==> src/source/video_pkg.sv <==
package video_pkg;

	////////////////////////////////////////////////////////////////////////////
	// Widths and counts
	////////////////////////////////////////////////////////////////////////////
	localparam int COUNT_W         = 11;  // Pixel and line counters
	localparam int MD_W            = 8;   // DCM_CLKGEN M and D values
	localparam int SW_W            = 4;   // Mode switches
	localparam int DEBOUNCE_CYCLES = 16;  // Stable cycles before a switch counts
	localparam int DB_W            = $clog2(DEBOUNCE_CYCLES + 1);

	localparam logic [COUNT_W-1:0] CNT_ONE = COUNT_W'(1);
	localparam logic [DB_W-1:0]    DB_ONE  = DB_W'(1);
	localparam logic [DB_W-1:0]    DB_DONE = DB_W'(DEBOUNCE_CYCLES);

	// Serial commands, sent low bit first ahead of the value
	localparam int CMD_W  = 2;
	localparam int WORD_W = CMD_W + MD_W;
	localparam logic [CMD_W-1:0] CMD_LOAD_D = 2'b01;
	localparam logic [CMD_W-1:0] CMD_LOAD_M = 2'b11;

	// Stream phases, phase 0 is the cycle after go
	localparam int PHASE_W = 5;
	localparam logic [PHASE_W-1:0] PH_ONE    = PHASE_W'(1);
	localparam logic [PHASE_W-1:0] PH_IDLE_D = PHASE_W'(WORD_W);          // Gap after D
	localparam logic [PHASE_W-1:0] PH_IDLE_M = PHASE_W'(2 * WORD_W + 1);  // Gap after M
	localparam logic [PHASE_W-1:0] PH_GO     = PHASE_W'(2 * WORD_W + 2);  // Go command

	////////////////////////////////////////////////////////////////////////////
	// Types
	////////////////////////////////////////////////////////////////////////////
	// Codes match the switch settings
	typedef enum logic [3:0] {
		FMT_VGA    = 4'b0000,
		FMT_SVGA   = 4'b0001,
		FMT_HD720  = 4'b0010,
		FMT_XGA    = 4'b0011,
		FMT_SXGA   = 4'b1000,
		FMT_CAMERA = 4'b1001
	} video_format_e;

	typedef enum logic [1:0] {
		ST_IDLE,
		ST_PROG,
		ST_WAIT_DONE,
		ST_RUN
	} ctrl_state_e;

	// Live, front porch, sync, back porch per axis
	typedef struct packed {
		logic [COUNT_W-1:0] h_live;
		logic [COUNT_W-1:0] h_front;
		logic [COUNT_W-1:0] h_sync;
		logic [COUNT_W-1:0] h_back;
		logic [COUNT_W-1:0] v_live;
		logic [COUNT_W-1:0] v_front;
		logic [COUNT_W-1:0] v_sync;
		logic [COUNT_W-1:0] v_back;
		logic               neg_pol;  // 1 = negative sync
	} timing_t;

	typedef struct packed {
		logic [MD_W-1:0] m_minus1;
		logic [MD_W-1:0] d_minus1;
	} clock_t;

	////////////////////////////////////////////////////////////////////////////
	// Format tables
	////////////////////////////////////////////////////////////////////////////
	localparam timing_t TIM_VGA    = '{11'd640, 11'd16, 11'd96, 11'd48,
		11'd480, 11'd11, 11'd2, 11'd31, 1'b1};
	localparam timing_t TIM_SVGA   = '{11'd800, 11'd40, 11'd128, 11'd88,
		11'd600, 11'd1, 11'd4, 11'd23, 1'b0};
	localparam timing_t TIM_XGA    = '{11'd1024, 11'd24, 11'd136, 11'd160,
		11'd768, 11'd3, 11'd6, 11'd29, 1'b1};
	localparam timing_t TIM_SXGA   = '{11'd1280, 11'd48, 11'd112, 11'd248,
		11'd1024, 11'd1, 11'd3, 11'd38, 1'b0};
	localparam timing_t TIM_HD720  = '{11'd1280, 11'd110, 11'd40, 11'd220,
		11'd720, 11'd5, 11'd5, 11'd20, 1'b0};
	localparam timing_t TIM_CAMERA = '{11'd1280, 11'd110, 11'd39, 11'd220,
		11'd720, 11'd4, 11'd4, 11'd22, 1'b0};

	// M-1 / D-1 for the pixel clock synthesizer
	localparam clock_t CLK_VGA    = '{8'd1, 8'd3};      // 25 MHz
	localparam clock_t CLK_SVGA   = '{8'd3, 8'd4};      // 40 MHz
	localparam clock_t CLK_XGA    = '{8'd12, 8'd9};     // 65 MHz
	localparam clock_t CLK_SXGA   = '{8'd53, 8'd24};    // 108 MHz
	localparam clock_t CLK_CAMERA = '{8'd134, 8'd90};
	localparam clock_t CLK_HD720  = '{8'd247, 8'd166};  // 74.25 MHz

	// Unlisted switch codes fall back to 720p
	function automatic video_format_e map_switch(input logic [SW_W-1:0] sw);
		video_format_e fmt;
		case (sw)
			FMT_VGA, FMT_SVGA, FMT_HD720, FMT_XGA, FMT_SXGA, FMT_CAMERA:
				fmt = video_format_e'(sw);
			default: fmt = FMT_HD720;
		endcase
		return fmt;
	endfunction

	function automatic timing_t format_timing(input video_format_e fmt);
		timing_t tim;
		case (fmt)
			FMT_VGA:    tim = TIM_VGA;
			FMT_SVGA:   tim = TIM_SVGA;
			FMT_XGA:    tim = TIM_XGA;
			FMT_SXGA:   tim = TIM_SXGA;
			FMT_CAMERA: tim = TIM_CAMERA;
			default:    tim = TIM_HD720;
		endcase
		return tim;
	endfunction

	function automatic clock_t format_clock(input video_format_e fmt);
		clock_t md;
		case (fmt)
			FMT_VGA:    md = CLK_VGA;
			FMT_SVGA:   md = CLK_SVGA;
			FMT_XGA:    md = CLK_XGA;
			FMT_SXGA:   md = CLK_SXGA;
			FMT_CAMERA: md = CLK_CAMERA;
			default:    md = CLK_HD720;
		endcase
		return md;
	endfunction

endpackage

==> src/source/video_if.sv <==
`timescale 1ns/10ps

// Thresholds and control from format control to the timing generator
interface timing_if;
	logic [video_pkg::COUNT_W-1:0] hs_blank;  // Last live pixel
	logic [video_pkg::COUNT_W-1:0] hs_sync;
	logic [video_pkg::COUNT_W-1:0] he_sync;
	logic [video_pkg::COUNT_W-1:0] he_blank;  // Last pixel of the line
	logic [video_pkg::COUNT_W-1:0] vs_blank;
	logic [video_pkg::COUNT_W-1:0] vs_sync;
	logic [video_pkg::COUNT_W-1:0] ve_sync;
	logic [video_pkg::COUNT_W-1:0] ve_blank;
	logic                          polarity;  // 1 = negative
	logic                          restart;   // Level, holds counters at zero

	modport ctrl (output hs_blank, hs_sync, he_sync, he_blank,
		vs_blank, vs_sync, ve_sync, ve_blank, polarity, restart);
	modport gen (input hs_blank, hs_sync, he_sync, he_blank,
		vs_blank, vs_sync, ve_sync, ve_blank, polarity, restart);
endinterface

// Clock programming request
interface prog_if;
	logic [video_pkg::MD_W-1:0] m;     // M minus one
	logic [video_pkg::MD_W-1:0] d;     // D minus one
	logic                       go;    // One cycle, only while busy is low
	logic                       busy;

	modport ctrl (output m, d, go, input busy);
	modport ser (input m, d, go, output busy);
endinterface

==> src/source/dcm_prog_serializer.sv <==
`timescale 1ns/10ps

// DCM_CLKGEN programming port
//   LOAD_D word, gap, LOAD_M word, gap, go bit, then wait for progdone
module dcm_prog_serializer (
	input  logic clk50m_bufg,
	input  logic reset,
	input  logic progdone,
	prog_if.ser  pbus,
	output logic progen,
	output logic progdata
);

	logic [video_pkg::PHASE_W-1:0] phase;    // Position in the 23 cycle stream
	logic                          sending;
	logic                          waiting;  // Go sent, progdone not seen yet
	logic [video_pkg::WORD_W-1:0]  shreg;    // Bit 0 is on the wire
	logic                          gap;

	assign gap      = (phase == video_pkg::PH_IDLE_D) || (phase == video_pkg::PH_IDLE_M);
	assign progen   = sending && !gap;
	assign progdata = progen && shreg[0];  // Zero during the go bit

	always_ff @(posedge clk50m_bufg) begin
		if (reset) begin
			sending   <= 1'b0;
			waiting   <= 1'b0;
			phase     <= '0;
			pbus.busy <= 1'b0;
		end else if (sending) begin
			phase <= phase + video_pkg::PH_ONE;
			if (phase == video_pkg::PH_GO) begin
				sending <= 1'b0;
				waiting <= 1'b1;
			end
		end else if (waiting) begin
			if (progdone) begin
				waiting   <= 1'b0;
				pbus.busy <= 1'b0;  // Drops the cycle after progdone
			end
		end else if (pbus.go) begin
			sending   <= 1'b1;
			phase     <= '0;
			pbus.busy <= 1'b1;
		end
	end

	// Reloads happen in the gap cycles
	always_ff @(posedge clk50m_bufg) begin
		if (pbus.go && !pbus.busy)
			shreg <= {pbus.d, video_pkg::CMD_LOAD_D};
		else if (phase == video_pkg::PH_IDLE_D)
			shreg <= {pbus.m, video_pkg::CMD_LOAD_M};
		else if (phase == video_pkg::PH_IDLE_M)
			shreg <= '0;  // Go command carries a zero
		else
			shreg <= shreg >> 1;
	end

endmodule

==> src/source/format_control.sv <==
`timescale 1ns/10ps

module format_control (
	input  logic                     clk50m_bufg,
	input  logic                     reset,
	input  video_pkg::video_format_e sw_settled,
	timing_if.ctrl                   tbus,
	prog_if.ctrl                     pbus
);

	video_pkg::ctrl_state_e   state;
	video_pkg::video_format_e cur_fmt;  // Format being programmed or shown
	video_pkg::timing_t       tim;
	video_pkg::clock_t        md;

	////////////////////////////////////////////////////////////////////////////
	// Control FSM
	////////////////////////////////////////////////////////////////////////////
	always_ff @(posedge clk50m_bufg) begin
		if (reset) begin
			state        <= video_pkg::ST_IDLE;
			cur_fmt      <= video_pkg::FMT_VGA;
			pbus.go      <= 1'b0;
			tbus.restart <= 1'b1;
		end else begin
			pbus.go <= 1'b0;  // Single cycle strobe
			case (state)
				// First cycle out of reset, program whatever is current
				video_pkg::ST_IDLE: begin
					pbus.go      <= 1'b1;
					tbus.restart <= 1'b1;
					state        <= video_pkg::ST_PROG;
				end

				video_pkg::ST_PROG: begin
					state <= video_pkg::ST_WAIT_DONE;  // busy is up from here
				end

				video_pkg::ST_WAIT_DONE: begin
					if (!pbus.busy) begin
						tbus.restart <= 1'b0;  // Clock is locked, run timing
						state        <= video_pkg::ST_RUN;
					end
				end

				video_pkg::ST_RUN: begin
					// New mode settled, reprogram and hold timing
					if (sw_settled != cur_fmt) begin
						cur_fmt      <= sw_settled;
						pbus.go      <= 1'b1;
						tbus.restart <= 1'b1;
						state        <= video_pkg::ST_PROG;
					end
				end

				default: state <= video_pkg::ST_IDLE;
			endcase
		end
	end

	////////////////////////////////////////////////////////////////////////////
	// Table lookup for the current format
	////////////////////////////////////////////////////////////////////////////
	always_comb begin
		tim = video_pkg::format_timing(cur_fmt);
		md  = video_pkg::format_clock(cur_fmt);

		pbus.m = md.m_minus1;
		pbus.d = md.d_minus1;

		// Each edge is the previous one plus the next interval
		tbus.hs_blank = tim.h_live - video_pkg::CNT_ONE;
		tbus.hs_sync  = tbus.hs_blank + tim.h_front;
		tbus.he_sync  = tbus.hs_sync + tim.h_sync;
		tbus.he_blank = tbus.he_sync + tim.h_back;   // Line total minus one
		tbus.vs_blank = tim.v_live - video_pkg::CNT_ONE;
		tbus.vs_sync  = tbus.vs_blank + tim.v_front;
		tbus.ve_sync  = tbus.vs_sync + tim.v_sync;
		tbus.ve_blank = tbus.ve_sync + tim.v_back;   // Frame total minus one
		tbus.polarity = tim.neg_pol;
	end

endmodule

==> src/source/switch_debouncer.sv <==
`timescale 1ns/10ps

module switch_debouncer (
	input  logic                          clk50m_bufg,
	input  logic                          reset,
	input  logic [video_pkg::SW_W-1:0]    sw,          // Asynchronous switches
	output video_pkg::video_format_e      sw_settled
);

	logic [video_pkg::SW_W-1:0] sw_meta;
	logic [video_pkg::SW_W-1:0] sw_sync;
	logic [video_pkg::DB_W-1:0] db_cnt;   // Cycles sw_sync has held its value

	// Two flop synchronizer
	always_ff @(posedge clk50m_bufg) begin
		sw_meta <= sw;
		sw_sync <= sw_meta;
	end

	always_ff @(posedge clk50m_bufg) begin
		if (reset) begin
			db_cnt     <= '0;
			sw_settled <= video_pkg::FMT_VGA;
		end else begin
			if (sw_meta != sw_sync)
				db_cnt <= video_pkg::DB_ONE;  // New value enters sw_sync now
			else if (db_cnt != video_pkg::DB_DONE)
				db_cnt <= db_cnt + video_pkg::DB_ONE;  // Saturates at DONE

			// Held long enough, take it
			if (db_cnt == video_pkg::DB_DONE)
				sw_settled <= video_pkg::map_switch(sw_sync);
		end
	end

endmodule

==> src/source/video_format_top.sv <==
`timescale 1ns/10ps

module video_format_top (
	input  logic                          clk50m_bufg,
	input  logic                          reset,
	input  logic [video_pkg::SW_W-1:0]    sw,        // Mode switches
	input  logic                          progdone,  // From the clock synthesizer
	output logic                          progen,
	output logic                          progdata,
	output logic                          busy,      // Low again once timing restarts
	output logic                          hsync,
	output logic                          vsync,
	output logic                          de,
	output logic [video_pkg::COUNT_W-1:0] hcount,
	output logic [video_pkg::COUNT_W-1:0] vcount
);

	video_pkg::video_format_e sw_settled;

	timing_if timing_bus ();
	prog_if   prog_bus ();

	assign busy = prog_bus.busy;

	switch_debouncer switch_debouncer_inst (
		.clk50m_bufg (clk50m_bufg),
		.reset       (reset),
		.sw          (sw),
		.sw_settled  (sw_settled)
	);

	format_control format_control_inst (
		.clk50m_bufg (clk50m_bufg),
		.reset       (reset),
		.sw_settled  (sw_settled),
		.tbus        (timing_bus),
		.pbus        (prog_bus)
	);

	dcm_prog_serializer dcm_prog_serializer_inst (
		.clk50m_bufg (clk50m_bufg),
		.reset       (reset),
		.progdone    (progdone),
		.pbus        (prog_bus),
		.progen      (progen),
		.progdata    (progdata)
	);

	video_timing_gen video_timing_gen_inst (
		.clk50m_bufg (clk50m_bufg),
		.reset       (reset),
		.tbus        (timing_bus),
		.hcount      (hcount),
		.vcount      (vcount),
		.hsync       (hsync),
		.vsync       (vsync),
		.de          (de)
	);

endmodule

==> src/source/video_timing_gen.sv <==
`timescale 1ns/10ps

module video_timing_gen (
	input  logic                          clk50m_bufg,
	input  logic                          reset,
	timing_if.gen                         tbus,
	output logic [video_pkg::COUNT_W-1:0] hcount,  // Undelayed
	output logic [video_pkg::COUNT_W-1:0] vcount,
	output logic                          hsync,
	output logic                          vsync,
	output logic                          de
);

	logic h_wrap;
	logic v_wrap;
	logic h_blank;
	logic v_blank;
	logic h_sync_raw;
	logic v_sync_raw;
	logic hsync_q;
	logic vsync_q;
	logic de_q;

	////////////////////////////////////////////////////////////////////////////
	// Counters
	////////////////////////////////////////////////////////////////////////////
	assign h_wrap = (hcount == tbus.he_blank);
	assign v_wrap = (vcount == tbus.ve_blank);

	always_ff @(posedge clk50m_bufg) begin
		if (reset || tbus.restart) begin
			hcount <= '0;
			vcount <= '0;
		end else if (h_wrap) begin
			hcount <= '0;
			// Line step, frame wrap
			vcount <= v_wrap ? '0 : vcount + video_pkg::CNT_ONE;
		end else begin
			hcount <= hcount + video_pkg::CNT_ONE;
		end
	end

	// Decode against thresholds, sync starts one past hs_sync
	always_comb begin
		h_blank    = hcount > tbus.hs_blank;
		v_blank    = vcount > tbus.vs_blank;
		h_sync_raw = (hcount > tbus.hs_sync) && (hcount <= tbus.he_sync);
		v_sync_raw = (vcount > tbus.vs_sync) && (vcount <= tbus.ve_sync);
	end

	////////////////////////////////////////////////////////////////////////////
	// Two stage output pipe
	////////////////////////////////////////////////////////////////////////////
	always_ff @(posedge clk50m_bufg) begin
		if (reset || tbus.restart) begin
			// Inactive sync level equals polarity
			hsync_q <= tbus.polarity;
			vsync_q <= tbus.polarity;
			hsync   <= tbus.polarity;
			vsync   <= tbus.polarity;
			de_q    <= 1'b0;
			de      <= 1'b0;
		end else begin
			hsync_q <= h_sync_raw ^ tbus.polarity;
			vsync_q <= v_sync_raw ^ tbus.polarity;
			hsync   <= hsync_q;
			vsync   <= vsync_q;
			de_q    <= !(h_blank || v_blank);  // Live area
			de      <= de_q;
		end
	end

endmodule

==> config.mk <==
export PLATFORM = sky130hd
export DESIGN_NAME = video_format_top
export DESIGN_NICKNAME = d
export VERILOG_FILES = /design/src/source/video_pkg.sv /design/src/source/video_if.sv /design/src/source/dcm_prog_serializer.sv /design/src/source/format_control.sv /design/src/source/switch_debouncer.sv /design/src/source/video_format_top.sv /design/src/source/video_timing_gen.sv
export SDC_FILE = /design/constraint.sdc
export NUM_CORES = 1
export LEC_CHECK = 0
export ABC_AREA = 1
export BUFFER_PORTS_ARGS = -buffer_cell sky130_fd_sc_hd__buf_2
export CORE_ASPECT_RATIO = 1.25
export CORE_MARGIN = 4
export CORE_UTILIZATION = 35
export CTS_BUF_LIST = sky130_fd_sc_hd__clkbuf_16
export DETAILED_ROUTE_END_ITERATION = 8
export PLACE_DENSITY = 0.54
export SLEW_MARGIN = 20
export SYNTH_ARGS = -nofsm -noshare
export SYNTH_HDL_FRONTEND = slang
export SYNTH_SLANG_ARGS = --single-unit
==> constraint.sdc <==
create_clock -name clk50m_bufg -period 6.04 [get_ports clk50m_bufg]
set_input_delay 0.604 -clock clk50m_bufg [delete_from_list [all_inputs] [get_ports clk50m_bufg]]
set_output_delay 0.604 -clock clk50m_bufg [all_outputs]
set_load 0.02 [all_outputs]
==> Yosys cells after proc, flatten, opt, wreduce, memory -nomap -nowiden <==
Index checks and enable logic that the tools add are counted.
{ "totals": {"register_bits": 71, "input_bits": 7} }
{ "classes": {"add_sub_neg": 12, "magnitude_cmp": 6, "eq_ne": 26, "n_mux": 35, "bitwise_logic": 3, "reduce_logical": 27} }
{ "op_table": {"columns": ["operator", "n"], "rows": [
  ["case mux 89 bit (5 select lines)", 1],
  ["case mux 16 bit (5 select lines)", 1],
  ["adder 11 bit", 6],
  ["greater-than comparator 11 bit", 4],
  ["adder 11 x 1 -> 11 bit, second input constant", 2],
  ["== test 11 bit", 2],
  ["less-or-equal comparator 11 bit", 2],
  ["subtractor 11 x 1 -> 11 bit, second input constant", 2],
  ["two-way mux 1 bit", 20],
  ["two-way mux 10 bit", 2],
  ["== test 4 bit, second input constant", 4],
  ["== test 5 bit, second input constant", 3],
  ["two-way mux 5 bit", 3],
  ["== test 4 x 2 -> 1 bit, second input constant", 3],
  ["two-way mux 11 bit", 1],
  ["adder 5 x 1 -> 5 bit, second input constant", 2],
  ["two-way mux 9 bit", 1],
  ["== test 4 x 1 -> 1 bit, second input constant", 2],
  ["zero test 4 bit", 2],
  ["!= test 4 bit", 2],
  ["case mux 2 bit (4 select lines)", 1],
  ["!= test 2 bit, second input constant", 3],
  ["AND reduction 2 bit", 3],
  ["AND reduction 3 bit", 2],
  ["other kinds (19)", 35]
]} }

==> Longest topological paths before layout <==
{ "logic_depth": {"ltp_word": 9, "mapped_depth": 34, "ltp_nobuf": 33} }

==> Modules after synthesis <==
From an unflattened synthesis, not the netlist that was laid out.
{ "unflattened": {"cells_unflattened": 1125, "hier_area_um2": 7408.4} }
{ "modules_own_cells": {"columns": ["mod", "n_inst", "cells_each", "area_each_um2", "seq_area_each_um2"], "rows": [
  ["video_timing_gen", 1, 542, 3470.8, 560.5],
  ["format_control", 1, 373, 2321.0, 160.2],
  ["dcm_prog_serializer", 1, 127, 898.4, 360.3],
  ["switch_debouncer", 1, 83, 718.2, 340.3]
]} }

==> Worst setup path after synthesis <==
No wires, ideal clock.
{ "synth_timing": {"path_kind": "flip-flop to flip-flop", "start": "register format_control_inst.cur_fmt[2]", "end": "register video_timing_gen_inst.vcount[8] (netlist bit)", "setup_ns": 0.120, "arrival_ns": 4.069, "t_required_ns": 5.920, "slack_ns": 1.851, "stages_incl_launch_ff": 27, "n_path_buf": 0, "synth_period_minus_slack_ns": 4.189, "cell_sequence": "dfxtp_1 > nor2_4 > inv_1 > nor2_1 > inv_1 > ha_1 > or2_2 > nand2_1 > nand2_1 > nand2_1 > inv_1 > ha_1 > xor2_1 > ha_1 > a21oi_1 > a21boi_0 > nand3_1 > nand3_1 > nand4_1 > nor2_1 > nand3_1 > nor2_2 > nand2_4 > nor2_1 > nand4_1 > nand2_1 > nor2_1"} }
{ "synth_via": {"elab_chain_len": 8, "elab_cells_between_ends": 17, "classes_between": "add/sub (8); eq/ne (6); mux (2); reduce/logical (1)"} }
{ "synth_rtl": {"columns": ["element", "line_no", "text"], "rows": [
  ["start: declaration", "format_control.sv:12", "video_pkg::video_format_e cur_fmt;"],
  ["start signal: assignment", "format_control.sv:22", "cur_fmt <= video_pkg::FMT_VGA;"],
  ["start signal: assignment", "format_control.sv:49", "cur_fmt <= sw_settled;"],
  ["== test 4 bit (tied with other cells)", "video_pkg.sv:104", "case (fmt)"],
  ["case mux 89 bit (5 select lines) *", "video_pkg.sv:104", null],
  ["subtractor 11 x 1 -> 11 bit", "format_control.sv:76", "tbus.vs_blank = tim.v_live - video_pkg::CNT_ONE;"],
  ["adder 11 bit", "format_control.sv:77", "tbus.vs_sync = tbus.vs_blank + tim.v_front;"],
  ["adder 11 bit", "format_control.sv:78", "tbus.ve_sync = tbus.vs_sync + tim.v_sync;"],
  ["adder 11 bit", "format_control.sv:79", "tbus.ve_blank = tbus.ve_sync + tim.v_back;"],
  ["== test 11 bit", "video_timing_gen.sv:28", "assign v_wrap = (vcount == tbus.ve_blank);"],
  ["two-way mux 11 bit", "video_timing_gen.sv:37", "vcount <= v_wrap ? '0 : vcount + video_pkg::CNT_ONE;"],
  ["end signal: assignment", "video_timing_gen.sv:37", null],
  ["end: declaration", "video_timing_gen.sv:8", "output logic [video_pkg::COUNT_W-1:0] vcount,"]
]} }
Mark *: on every way between the ends. The rest lies on a longest branch, timed or not.
A chain may end at the register's enable or synchronous reset.

==> Worst setup path after layout <==
{ "layout_timing": {"start": "register format_control_inst.cur_fmt[2]", "end": "register video_timing_gen_inst.vcount[7] (netlist bit)"} }
The elaborated chain is that of the path after synthesis.

==> metrics.txt <==
Die W=130 um; WS Path Type=reg -> reg; Post-Route Skew=0.00570 ns; Hold Path Depth=1; CP Buf/Inv Count=5; Synth Warn #=0; FILL cells=1984; met1 capacity usage during global routing=21.3%; hold_buf cts=0; Post-Place Cell Area=6950 um^2; Cells after Synth=961; initial antenna violation count=0; Routed Antenna Nets=0; Max-Cap Viols=0; final WL=17200 um; Initial Utilization=35.8%; Slew HR=63.1%; post-layout power=0.00124 W; Top delay family on crit path=simple AND/OR/NAND/NOR gates; Worst setup SP type=flip-flop; Slew Viols, Final=0; hpwl dp=14100 um; crit-path max FO=9; Post-CTS Setup Bufs=0; dpl ws=0.715 ns; Hold Vio Cnt, Final=0; Leak Pwr=3.62 nW; worst vdd ir=0.000108 V; Max H-tree Level=3; area occupied by multi-input gates=4500 um^2; top cell type's share of synthesized area=21.8%; grt met3 use=2.46%; area leader, netlist=dfxtp_1; Worst-Margin Slew=0.551 ns; # DRC=0; stages on the worst setup path=26; worst hold path type=in -> reg; clock sinks=71; Critical Path Sink Type=flip-flop; async set-reset flop share out of synthesis=0%; gr usage total=17.2%; Ports=35; Seq cells post-synth=71; fmax=191 MHz; Power Density=172 nW/um^2; Final setup viols=0; period utilization=86.6%; gpl congestion=0.830; core area=18200 um^2; grt ovf=0; Mapped Nets=1064; TritonCTS buffer count=9; Most Crowded Layer GR=met2; Setup Total Neg Slack=0 ns; RSZ-0062 raised after global routing=no; worst r2r path cells=26; Crit-path slowest cell=ha_1; Reg area=1420 um^2; row cnt=55; layout cells sized above 1=10.5%; first-pass GRT wire length=28900 um; CP max stage delay=0.53 ns; Synth Flop Type=dfxtp_1; Vias/cell=5.06; router iterations before antenna repair=6; Clock Tree Buf Depth=2; WP data required=6.27 ns; final instance area=7250 um^2; Synth area leaders=dfxtp_1, ha_1, nand2_1; synthesized area per cell=6.80 um^2; cell repeated most along the worst path=nand2_1; initial detailed-routing violation count=257; CTS clk-pin slew, worst paths=0.06 ns; Die Ht=161 um; CTS tree=built; WL/cell=14.0 um; via count=6236; die area=20900 um^2; vias in the first global route=5951; sequential fraction of the synthesis area=21.8%; distinct cell type count after synthesis=55; CTS root buffer=clkbuf_16; Final Net Count=1102; post-CTS resize count=0; # diodes=0; Port Buffer Count=34; Final Critical Period=5.23 ns; PnR worst setup slack=0.807 ns; worst skew pair latency=0.35 ns; number of synthesized flops with an enable pin=0; status=finished clean; area grow syn2layout=11.0%; largest net degree at the start of global routing=14; Arrival @ worst endpoint=5.47 ns; Post-Syn Area=6530 um^2; met2 Track Usage GR=30.0%
## per-layer routing
layer	wire length, um	share of wire (%)	vias to the layer above
met4	393	2.3	0
met2	8370	49	104
met5	0	0	-
met1	7890	46	2855
met3	528	3.1	22
li1	-	-	3255
## logic make-up (layout without fill, tap and decap cells)
logic type,count (synthesis),after routing,synth area share (%)
AO/OA/AOI/OAI,133,133,12.1
XOR/XNOR,34,34,4.67
adder cells (fa/ha/maj),96,96,18.7
buffers and inverters,158,201,9.31
flip-flops,71,71,21.8
other,2,2,0.115
AND/OR/NAND/NOR,467,467,33.3
## area by class of cell
| class | count | area share (%) |
|---|---|---|
| clock buffers | 9 | 3.11 |
| clock inverters | 7 | 0.984 |
| inverters | 150 | 7.80 |
| multi-input cells | 732 | 62.1 |
| flip-flops and latches | 71 | 19.6 |
| well taps | 228 | 3.94 |
| repair buffers | 35 | 2.45 |
## where the power goes
part	switching, W	internal (W)	total, W	leakage [nW]
clock network	0.000223	0.000321	0.000544	0.142
logic	0.000108	0.0000557	0.000164	2.90
registers	0.0000283	0.000509	0.000537	0.578
## state kept, by name, indices dropped and copies added (netlist names), 2 cells and up
name,count
switch_debouncer_inst.db_cnt,5
format_control_inst.cur_fmt,4
format_control_inst.state,2
video_timing_gen_inst.vcount,11
video_timing_gen_inst.hcount,11
dcm_prog_serializer_inst.shreg,10
switch_debouncer_inst.sw_settled,4
switch_debouncer_inst.sw_sync,4
dcm_prog_serializer_inst.phase,5
switch_debouncer_inst.sw_meta,4
## path summary, 6_finish.rpt
| check | start | end | slack, ns |
|---|---|---|---|
| setup / recovery | format_control_inst.cur_fmt[2] | video_timing_gen_inst.vcount[7] | 0.81 |
| setup reg to reg | format_control_inst.cur_fmt[2] | video_timing_gen_inst.vcount[7] | 0.81 |
| hold reg to reg | switch_debouncer_inst.sw_meta[3] | switch_debouncer_inst.sw_sync[3] | 0.36 |
| hold / removal | sw[0] | switch_debouncer_inst.sw_meta[0] | 0.35 |
## cell usage in the layout, fill, tap and decap left out, drive strengths merged, types with 4 or more instances in the layout
cell / count
clkinv: 4
or2: 6
nand4: 26
inv: 151
o221ai: 4
xor2: 30
a211oi: 4
dfxtp: 71
ha: 93
xnor2: 4
nand2: 239
o21ai: 33
buf: 35
nor4: 7
a21oi: 65
nor2: 89
o21a: 4
nand3: 86
nor3: 8
clkbuf: 9
## through the flow
step	hold slack [ns]	cells	utilization (%)
floorplan	0.349	961	-
global route	0.344	1232	39.7
CTS	0.343	1232	39.7
finish	0.355	1232	39.7
detailed placement	0.358	1216	38.1
global placement	0.357	1216	38.1
## cells in the mapped netlist, drive strengths merged (2+ instances only)
| cell type | count |
|---|---|
| o221ai | 4 |
| a21boi | 2 |
| nand3b | 3 |
| or2 | 6 |
| clkbuf | 5 |
| a211oi | 4 |
| xnor2 | 4 |
| a22oi | 2 |
| o21ai | 33 |
| buf | 3 |
| fa | 3 |
| xor2 | 30 |
| a21oi | 65 |
| nand4 | 26 |
| o21bai | 3 |
| o21a | 4 |
| ha | 93 |
| dfxtp | 71 |
| nor4 | 7 |
| conb | 2 |
| a21o | 2 |
| o31ai | 2 |
| nor3 | 8 |
| inv | 149 |
| nor2 | 89 |
| nand2 | 239 |
| o211ai | 2 |
| nand3 | 86 |
| nor3b | 2 |
| o311ai | 2 |
| a221oi | 3 |
No activity file was read; power rests on OpenSTA's default activity.
